--- src/hw/fpmul_settings.svh ---
`ifndef FPMUL_SETTINGS_SVH
`define FPMUL_SETTINGS_SVH

// Binary32 word layout
`define FP_WIDTH     32
`define FP_EXP_W     8
`define FP_FRAC_W    23
`define FP_BIAS      127

// Radix-4 digits needed for a zero-extended 24-bit multiplier
`define BOOTH_DIGITS 13

// Canonical quiet NaN returned for every invalid product
`define FP_QNAN      32'h7fc00000

`endif

--- src/hw/fp_format_pkg.sv ---
`include "fpmul_settings.svh"

package fp_format_pkg;

    // One binary32 word split into its fields
    typedef struct packed {
        logic                  sign;
        logic [`FP_EXP_W-1:0]  exp;
        logic [`FP_FRAC_W-1:0] frac;
    } fp_fields_t;

    // The same word, taken whole or by field
    typedef union packed {
        logic [`FP_WIDTH-1:0] bits;
        fp_fields_t           fields;
    } fp_word_u;

    // Operand class once subnormals are flushed
    typedef struct packed {
        logic is_zero;
        logic is_inf;
        logic is_nan;
    } fp_class_t;

    function automatic fp_class_t fp_classify(fp_word_u w);
        fp_class_t c;
        // Zero exponent covers true zeros and flushed subnormals alike
        c.is_zero = (w.fields.exp == '0);
        // All-ones exponent splits on the fraction
        c.is_inf  = (&w.fields.exp) && (w.fields.frac == '0);
        c.is_nan  = (&w.fields.exp) && (w.fields.frac != '0);
        return c;
    endfunction

endpackage

--- src/hw/fpmul_stage_pkg.sv ---
`include "fpmul_settings.svh"

package fpmul_stage_pkg;

    // Rounding modes in r_mode coding
    typedef enum logic [2:0] {
        RM_RNE = 3'd0,
        RM_RTZ = 3'd1,
        RM_RDN = 3'd2,
        RM_RUP = 3'd3,
        RM_RMM = 3'd4
    } round_mode_e;

    // Exception flags reported with each result
    typedef struct packed {
        logic zer;
        logic inf;
        logic nan;
        logic ovrf;
        logic udrf;
    } fp_flags_t;

    // Operand words and mode held by the requester during a request
    typedef struct packed {
        fp_format_pkg::fp_word_u x;
        fp_format_pkg::fp_word_u y;
        round_mode_e             rmode;
    } mul_op_t;

    // Normalized mantissa
    // Bit 26 leading one, 25:3 fraction, 2 guard, 1:0 round and sticky
    typedef struct packed {
        logic [`FP_FRAC_W+3:0] mant;
        logic                  norm_n;
        logic                  sign;
    } norm_result_t;

    // Rounded fraction and its carry out
    typedef struct packed {
        logic [`FP_FRAC_W-1:0] frac;
        logic                  norm_r;
    } round_result_t;

endpackage

--- src/hw/booth_step_counter.sv ---
`timescale 1ns/100ps
`include "fpmul_settings.svh"

module booth_step_counter (
    input  logic clk,
    input  logic rst,
    input  logic load,
    input  logic step,
    output logic last_digit
);

    localparam int CNT_W = $clog2(`BOOTH_DIGITS);

    // Digits still to come after the one in progress
    logic [CNT_W-1:0] remaining;

    always_ff @(posedge clk) begin
        if (rst) begin
            remaining <= '0;
        end else if (load) begin
            // First digit is consumed on the step after load
            remaining <= CNT_W'(`BOOTH_DIGITS - 1);
        end else if (step && (remaining != '0)) begin
            remaining <= remaining - 1'b1;
        end
    end

    // Final digit is a step with nothing left behind it
    assign last_digit = step && (remaining == '0);

endmodule

--- src/hw/fpmul_control.sv ---
`timescale 1ns/100ps
`include "fpmul_settings.svh"

module fpmul_control (
    input  logic clk,
    input  logic rst,
    input  logic req,
    input  logic last_digit,
    output logic load,
    output logic step,
    output logic start_mul,
    output logic finish,
    output logic ack
);

    typedef enum logic [2:0] {
        IDLE,
        CAPTURE,
        ACCUM,
        FINISH,
        DONE
    } state_e;

    state_e state;
    state_e state_next;

    always_ff @(posedge clk) begin
        if (rst) begin
            state <= IDLE;
        end else begin
            state <= state_next;
        end
    end

    always_comb begin
        state_next = state;
        case (state)
            // Wait for a new request
            IDLE: begin
                if (req) begin
                    state_next = CAPTURE;
                end
            end
            // Significands latched and digit count loaded
            CAPTURE: state_next = ACCUM;
            // One Booth digit per cycle
            ACCUM: begin
                if (last_digit) begin
                    state_next = FINISH;
                end
            end
            // Product settled, result registered
            FINISH: state_next = DONE;
            // Hold ack until the requester lets go
            DONE: begin
                if (!req) begin
                    state_next = IDLE;
                end
            end
            default: state_next = IDLE;
        endcase
    end

    // Stage enables decoded straight from the state
    assign load      = (state == CAPTURE);
    assign start_mul = (state == CAPTURE);
    assign step      = (state == ACCUM);
    assign finish    = (state == FINISH);
    assign ack       = (state == DONE);

endmodule

--- src/hw/booth_multiplier.sv ---
`timescale 1ns/100ps
`include "fpmul_settings.svh"

module booth_multiplier (
    input  logic                          clk,
    input  logic                          rst,
    input  logic                          start_mul,
    input  logic                          step,
    input  fpmul_stage_pkg::mul_op_t      op,
    output logic [2*`FP_FRAC_W+1:0]       product
);

    localparam int SIG_W  = `FP_FRAC_W + 1;
    localparam int PROD_W = 2 * SIG_W;
    // Two zero bits on top plus the implicit zero below bit 0
    localparam int MPLR_W = 2 * `BOOTH_DIGITS + 1;

    logic [SIG_W-1:0]  sig_x;
    logic [SIG_W-1:0]  sig_y;
    logic [SIG_W-1:0]  mcand;
    logic [MPLR_W-1:0] mplier;
    logic [PROD_W-1:0] acc;
    logic [PROD_W-1:0] pp;
    logic [2:0]        digit_bits;

    // Hidden bit set only for a nonzero exponent
    // so a subnormal operand yields a zero product
    assign sig_x = {|op.x.fields.exp, op.x.fields.frac};
    assign sig_y = {|op.y.fields.exp, op.y.fields.frac};

    // Digits are taken most significant first
    assign digit_bits = mplier[MPLR_W-1 -: 3];

    // Radix-4 recoding into 0, +-1 or +-2 times the multiplicand
    always_comb begin
        case (digit_bits)
            3'b001, 3'b010: pp = PROD_W'(mcand);
            3'b011:         pp = PROD_W'({mcand, 1'b0});
            3'b100:         pp = -PROD_W'({mcand, 1'b0});
            3'b101, 3'b110: pp = -PROD_W'(mcand);
            default:        pp = '0;
        endcase
    end

    // Operand registers
    always_ff @(posedge clk) begin
        if (start_mul) begin
            mcand  <= sig_x;
            mplier <= {{(MPLR_W-SIG_W-1){1'b0}}, sig_y, 1'b0};
        end else if (step) begin
            mplier <= {mplier[MPLR_W-3:0], 2'b00};
        end
    end

    // Accumulator shifts up two places and adds the new partial product
    // Modulo 2^48 arithmetic is enough since the final product fits
    always_ff @(posedge clk) begin
        if (rst) begin
            acc <= '0;
        end else if (start_mul) begin
            acc <= '0;
        end else if (step) begin
            acc <= {acc[PROD_W-3:0], 2'b00} + pp;
        end
    end

    assign product = acc;

endmodule

--- src/hw/fpmul_normalize_round.sv ---
`timescale 1ns/100ps
`include "fpmul_settings.svh"

module fpmul_normalize_round (
    input  logic [2*`FP_FRAC_W+1:0]        product,
    input  fpmul_stage_pkg::mul_op_t       op,
    output fpmul_stage_pkg::norm_result_t  norm,
    output fpmul_stage_pkg::round_result_t rnd
);

    import fpmul_stage_pkg::*;

    localparam int PROD_W   = 2 * (`FP_FRAC_W + 1);
    localparam int MANT_W   = `FP_FRAC_W + 4;
    // Low product bits folded into the sticky bit
    localparam int STICKY_W = PROD_W - MANT_W + 1;

    logic                  norm_n;
    logic                  sign;
    logic [PROD_W-1:0]     shifted;
    logic [MANT_W-1:0]     mant;
    logic                  lsb;
    logic                  guard;
    logic                  rest;
    logic                  inexact;
    logic                  inc;
    logic [`FP_FRAC_W:0]   frac_sum;

    // Product of two significands lies in [1,4)
    // a set top bit means it is already in [2,4)
    assign norm_n  = product[PROD_W-1];
    assign shifted = norm_n ? product : {product[PROD_W-2:0], 1'b0};

    // Upper 26 bits kept, the rest collapse into sticky
    assign mant = {shifted[PROD_W-1 -: MANT_W-1], |shifted[STICKY_W-1:0]};

    assign sign = op.x.fields.sign ^ op.y.fields.sign;

    assign norm.mant   = mant;
    assign norm.norm_n = norm_n;
    assign norm.sign   = sign;

    // Rounding inputs
    assign lsb     = mant[3];
    assign guard   = mant[2];
    assign rest    = |mant[1:0];
    assign inexact = guard | rest;

    always_comb begin
        case (op.rmode)
            // Above half, or exactly half with an odd fraction
            RM_RNE:  inc = guard & (rest | lsb);
            RM_RTZ:  inc = 1'b0;
            // Toward minus infinity grows negative magnitudes only
            RM_RDN:  inc = sign & inexact;
            RM_RUP:  inc = ~sign & inexact;
            // Ties away from zero
            RM_RMM:  inc = guard;
            default: inc = 1'b0;
        endcase
    end

    // Extra top bit catches the carry out of an all-ones fraction
    assign frac_sum = {1'b0, mant[MANT_W-2:3]} + {{`FP_FRAC_W{1'b0}}, inc};

    assign rnd.frac   = frac_sum[`FP_FRAC_W-1:0];
    assign rnd.norm_r = frac_sum[`FP_FRAC_W];

endmodule

--- src/hw/fpmul_exponent.sv ---
`timescale 1ns/100ps
`include "fpmul_settings.svh"

module fpmul_exponent (
    input  logic                           clk,
    input  logic                           rst,
    input  logic                           finish,
    input  fpmul_stage_pkg::mul_op_t       op,
    input  fpmul_stage_pkg::norm_result_t  norm,
    input  fpmul_stage_pkg::round_result_t rnd,
    output fp_format_pkg::fp_word_u        result,
    output fpmul_stage_pkg::fp_flags_t     flags
);

    import fp_format_pkg::*;
    import fpmul_stage_pkg::*;

    // Two spare bits hold the sign and range of the raw sum
    localparam int SUM_W = `FP_EXP_W + 2;
    localparam logic [`FP_EXP_W-1:0] EXP_MAX = '1;

    fp_class_t        cls_x;
    fp_class_t        cls_y;
    logic             any_special;
    logic             inf_times_zero;
    logic [SUM_W-1:0] exp_sum;
    logic             sum_le_zero;
    logic             sum_ge_max;
    fp_flags_t        flags_next;
    fp_word_u         result_next;

    assign cls_x = fp_classify(op.x);
    assign cls_y = fp_classify(op.y);

    // Bias removed once, plus one for a normalize or rounding carry
    assign exp_sum = SUM_W'(op.x.fields.exp) + SUM_W'(op.y.fields.exp)
                   - SUM_W'(`FP_BIAS) + SUM_W'(norm.norm_n | rnd.norm_r);

    assign sum_le_zero = exp_sum[SUM_W-1] || (exp_sum == '0);
    assign sum_ge_max  = !exp_sum[SUM_W-1] && (exp_sum >= SUM_W'(EXP_MAX));

    always_comb begin
        // Range flags only make sense for two finite nonzero operands
        any_special = cls_x.is_zero || cls_x.is_inf || cls_x.is_nan
                   || cls_y.is_zero || cls_y.is_inf || cls_y.is_nan;
        flags_next.ovrf = !any_special && sum_ge_max;
        flags_next.udrf = !any_special && sum_le_zero;

        // Result class in priority order
        inf_times_zero = (cls_x.is_inf && cls_y.is_zero) || (cls_y.is_inf && cls_x.is_zero);
        flags_next.nan = cls_x.is_nan || cls_y.is_nan || inf_times_zero;
        flags_next.inf = !flags_next.nan
                      && (cls_x.is_inf || cls_y.is_inf || flags_next.ovrf);
        flags_next.zer = !flags_next.nan && !flags_next.inf
                      && (cls_x.is_zero || cls_y.is_zero || flags_next.udrf);

        result_next.fields.sign = norm.sign;
        if (flags_next.nan) begin
            result_next.bits = `FP_QNAN;
        end else if (flags_next.inf) begin
            result_next.fields.exp  = '1;
            result_next.fields.frac = '0;
        end else if (flags_next.zer) begin
            result_next.fields.exp  = '0;
            result_next.fields.frac = '0;
        end else begin
            result_next.fields.exp  = exp_sum[`FP_EXP_W-1:0];
            result_next.fields.frac = rnd.frac;
        end
    end

    // Outputs hold until the next finish
    always_ff @(posedge clk) begin
        if (rst) begin
            result <= '0;
            flags  <= '0;
        end else if (finish) begin
            result <= result_next;
            flags  <= flags_next;
        end
    end

endmodule

--- src/hw/fp_multiplier.sv ---
`timescale 1ns/100ps
`include "fpmul_settings.svh"

module fp_multiplier (
    input  logic                       clk,
    input  logic                       rst,
    input  logic                       req,
    input  fpmul_stage_pkg::mul_op_t   op,
    output logic                       ack,
    output fp_format_pkg::fp_word_u    result,
    output fpmul_stage_pkg::fp_flags_t flags
);

    import fpmul_stage_pkg::*;

    logic                    load;
    logic                    step;
    logic                    start_mul;
    logic                    finish;
    logic                    last_digit;
    logic [2*`FP_FRAC_W+1:0] product;
    norm_result_t            norm;
    round_result_t           rnd;

    // Handshake and stage sequencing
    fpmul_control u_control (
        .clk        (clk),
        .rst        (rst),
        .req        (req),
        .last_digit (last_digit),
        .load       (load),
        .step       (step),
        .start_mul  (start_mul),
        .finish     (finish),
        .ack        (ack)
    );

    // Counts the Booth digits left
    booth_step_counter u_counter (
        .clk        (clk),
        .rst        (rst),
        .load       (load),
        .step       (step),
        .last_digit (last_digit)
    );

    booth_multiplier u_booth (
        .clk        (clk),
        .rst        (rst),
        .start_mul  (start_mul),
        .step       (step),
        .op         (op),
        .product    (product)
    );

    fpmul_normalize_round u_norm_round (
        .product    (product),
        .op         (op),
        .norm       (norm),
        .rnd        (rnd)
    );

    // Exponent, exceptions and the result register
    fpmul_exponent u_exponent (
        .clk        (clk),
        .rst        (rst),
        .finish     (finish),
        .op         (op),
        .norm       (norm),
        .rnd        (rnd),
        .result     (result),
        .flags      (flags)
    );

endmodule

--- config.mk ---
export PLATFORM = sky130hd
export DESIGN_NAME = fp_multiplier
export DESIGN_NICKNAME = d
export VERILOG_FILES = /design/src/hw/fp_format_pkg.sv /design/src/hw/fpmul_stage_pkg.sv /design/src/hw/booth_step_counter.sv /design/src/hw/fpmul_control.sv /design/src/hw/booth_multiplier.sv /design/src/hw/fpmul_normalize_round.sv /design/src/hw/fpmul_exponent.sv /design/src/hw/fp_multiplier.sv
export VERILOG_INCLUDE_DIRS = /design/src /design/src/hw
export SDC_FILE = /design/constraint.sdc
export NUM_CORES = 1
export LEC_CHECK = 0
export BUFFER_PORTS_ARGS = -buffer_cell sky130_fd_sc_hd__buf_4
export CAP_MARGIN = 10
export CORE_UTILIZATION = 44
export CTS_CLUSTER_DIAMETER = 60
export DETAILED_ROUTE_END_ITERATION = 12
export GPL_ROUTABILITY_DRIVEN = 0
export GPL_TIMING_DRIVEN = 1
export PLACE_DENSITY = 0.66
export SLEW_MARGIN = 20
export SYNTH_ARGS = -nofsm -noshare
export SYNTH_HDL_FRONTEND = slang
export SYNTH_SLANG_ARGS = --single-unit
--- constraint.sdc ---
create_clock -name clk -period 10.2 [get_ports clk]
set_input_delay 1.02 -clock clk [delete_from_list [all_inputs] [get_ports clk]]
set_output_delay 1.02 -clock clk [all_outputs]
set_load 0.01 [all_outputs]
==> impl_metrics.yaml <==
yosys:
  ys_async_sr_fraction_pct: 0
  syn_inst: 1440
  yosysUniqueCellTypes: 80
  yosysWarnings: 0
  syn-num-nets: 1572
  ys.flop_type: "dfxtp_1"
  synth.avg_cell_area_um2: 7.73
  ys_seq_area_share_pct: 29.8
  synth-edff-count: 48
  synth-seq-cells: 142
  synthesis.area_um2: 11100
place:
  place_hpwl_mm: 22.1
  io_buffer_count: 107
  dp.cells: 1787
  preCtsSetupSlack_ps: 3480
routing:
  drtIter0Drc: 722
  drcViolationCount: 0
  routed_wl_mm: 30.3
  wl_per_cell_um: 16.7
  ant_nets: 0
  vias: 10700
  viasPerCell: 5.91
  first_pass_iters: 5
timing:
  max-slew-margin-rel_pct: 33.2
  whs_ps: 469
  worst_pin_slew_ps: 999
  clock.fmax_ghz: 0.156
  final.setup.tns_ps: 0
  fin_crit_sh_pct: 62.8
  fin_worst_skew_ps: 11.5
  rsz0062_at_grt: "false"
  setup_viol: 0
  finalMaxSlewViolations: 0
  hold_violations: 0
  setup_slack_ps: 3800
  final.min_clock_period_ps: 6400
worst_setup_path:
  path_buf_inv: 1
  cp.required_ps: 10530
  worst_setup_path_start_kind: "input port"
  critPathCaptureType: "flip-flop"
  path_class: "input port to flip-flop"
  crit_arrival_ps: 6730
  max_stage_delay_ps: 510
  crit_slowest_cell: "xor2_1"
  cpLargestDelayFamily: "simple AND/OR/NAND/NOR gates"
  crit_fanout: 9
  path_common_cell: "and3_1"
  r2r_setup_slack_ps: 4190
power_and_ir_drop:
  vdd_ir_drop_max_uv: 114
  p_leak_nw: 5.12
  powerDensity_nw_per_um2: 183
clock_network:
  hold_buffers: 0
  post_cts_resized: 0
  cts-htree-levels: 4
  numCtsBuffers: 17
  cts-root-buf: "clkbuf_16"
  cts.clk_slew.worst_paths_ps: 60
  clockBufferDepth: 2
  cts_tree: "done"
  cts_sinks: 142
  postCtsSetupBuffers: 0
  clk_latency_ps: 430
finish:
  drive_gt1_share_pct: 12.6
  fin_nets: 1614
  fill_cells: 2408
  syn_to_final_growth_pct: 14.1
  finalNonFillerCells: 1819
  fin_util_pct: 51.6
  diodes: 0
floorplan:
  dieArea_um2: 25900
  num_io_pins: 108
  core_um2: 24600
  start_util_pct: 45.3
  rows: 57
  die_w_um: 161
  fp.dieH_um: 161
grt:
  grt_max_degree: 62
  antenna_found_initial: 0
  overflow: 0
  grt_pass1_vias: 10100
  grt_first_pass_wirelength_mm: 50.1
  track_usage_pct: 23.4
hold_path:
  hold_path.class: "flip-flop to flip-flop"
flow_run:
  drv_cap: 0
outcome:
  status: "finished clean"
[flip-flops by register name (all words and copies together) (netlist names)]
register,cells
u_booth.mcand,24
u_booth.product,48
u_exponent.flags,5
u_control.state,3
u_counter.remaining,4
u_booth.mplier,26
u_exponent.result,32
[placed cells by master (no fill, tap or decap), types with 18 or more instances in the layout]
cell,synthesis,final
a211oi_1,19,19
a21o_1,25,25
a21oi_1,156,156
a31oi_1,23,23
and3_1,19,19
buf_4,0,119
dfxtp_1,94,92
edfxtp_1,48,48
ha_1,60,60
inv_1,32,31
mux2i_1,18,18
nand2_1,261,261
nand2b_1,22,22
nand3_1,38,38
nor2_1,80,79
nor3_1,24,23
nor4_1,22,21
o211ai_1,18,18
o21ai_0,75,75
xnor2_1,46,46
xor2_1,27,27
[cell usage after synthesis, types with 9 or more instances]
cell type | number | area [um^2]
a211o_1 | 12 | 105
a211oi_1 | 19 | 143
a21o_1 | 25 | 188
a21oi_1 | 156 | 781
a22o_1 | 16 | 140
a31oi_1 | 23 | 144
and2_1 | 11 | 68.8
and3_1 | 19 | 119
buf_1 | 9 | 33.8
clkbuf_1 | 80 | 300
dfxtp_1 | 94 | 1880
edfxtp_1 | 48 | 1440
ha_1 | 60 | 751
inv_1 | 32 | 120
mux2i_1 | 18 | 180
nand2_1 | 261 | 980
nand2b_1 | 22 | 138
nand3_1 | 38 | 190
nand4_1 | 17 | 106
nor2_1 | 80 | 300
nor2b_1 | 15 | 93.8
nor3_1 | 24 | 120
nor4_1 | 22 | 138
o211ai_1 | 18 | 135
o21a_1 | 10 | 75.1
o21ai_0 | 75 | 375
o22ai_1 | 14 | 87.6
xnor2_1 | 46 | 403
xor2_1 | 27 | 236
[worst min-delay path: cells and delay by family (launching register included)]
kind | cells | cell delay (ps)
flip-flops | 1 | 320
AND/OR/NAND/NOR | 1 | 60
AO/OA/AOI/OAI | 1 | 50
[cell type report]
class	count	area [um^2]	area share (%)
clock buffer	17	425	3.35
clock inverter	15	198	1.56
inverter	32	120	0.946
multi-input combinational	1170	7330	57.7
sequential	142	3330	26.2
tap	324	405	3.19
timing repair buffer	119	893	7.03
[through the flow]
step | instance area, um^2 | power [W]
3_5_place_dp | 12100 | 0.00164
3_3_place_gp | 12100 | 0.00163
5_1_grt | 12700 | 0.00246
4_1_cts | 12700 | 0.00232
2_1_floorplan | 11100 | 0.00141
6_report | 12700 | 0.00232
[worst paths after layout]
path,end,cells past startpoint,from
max,u_exponent.result[22],25,op[34]
min reg2reg,u_exponent.result[0],2,u_exponent.result[0]
max reg2reg,u_exponent.result[22],22,u_booth.product[47]
min,u_exponent.result[0],2,u_exponent.result[0]
[power by group]
group          internal (W)  switching, W  total [W]
Clock              0.000394      0.000276   0.000671
Sequential         0.000654     0.0000614   0.000715
Combinational      0.000350      0.000584   0.000934
Total               0.00140      0.000921    0.00232
[kinds of logic (layout without fill, tap and decap cells)]
group,after synthesis,count (layout),share of synthesized area (%)
AOI/OAI and AO/OA,447,447,25.9
xor gates and xnor gates,75,75,6.09
adders and majority gates,62,62,7.10
buffers and inverters,128,183,4.51
DFF,142,142,29.8
muxes,26,26,2.53
and+or+nand+nor,560,560,24.1
[metal layers]
layer	vias up	global-route usage (%)	share of wire (%)
li1	5384	-	-
met1	5022	32.2	48
met2	312	38.0	46
met3	30	3.93	5.1
met4	0	6.09	1.5
met5	-	0	0
Power figures use the tool's default switching activity.
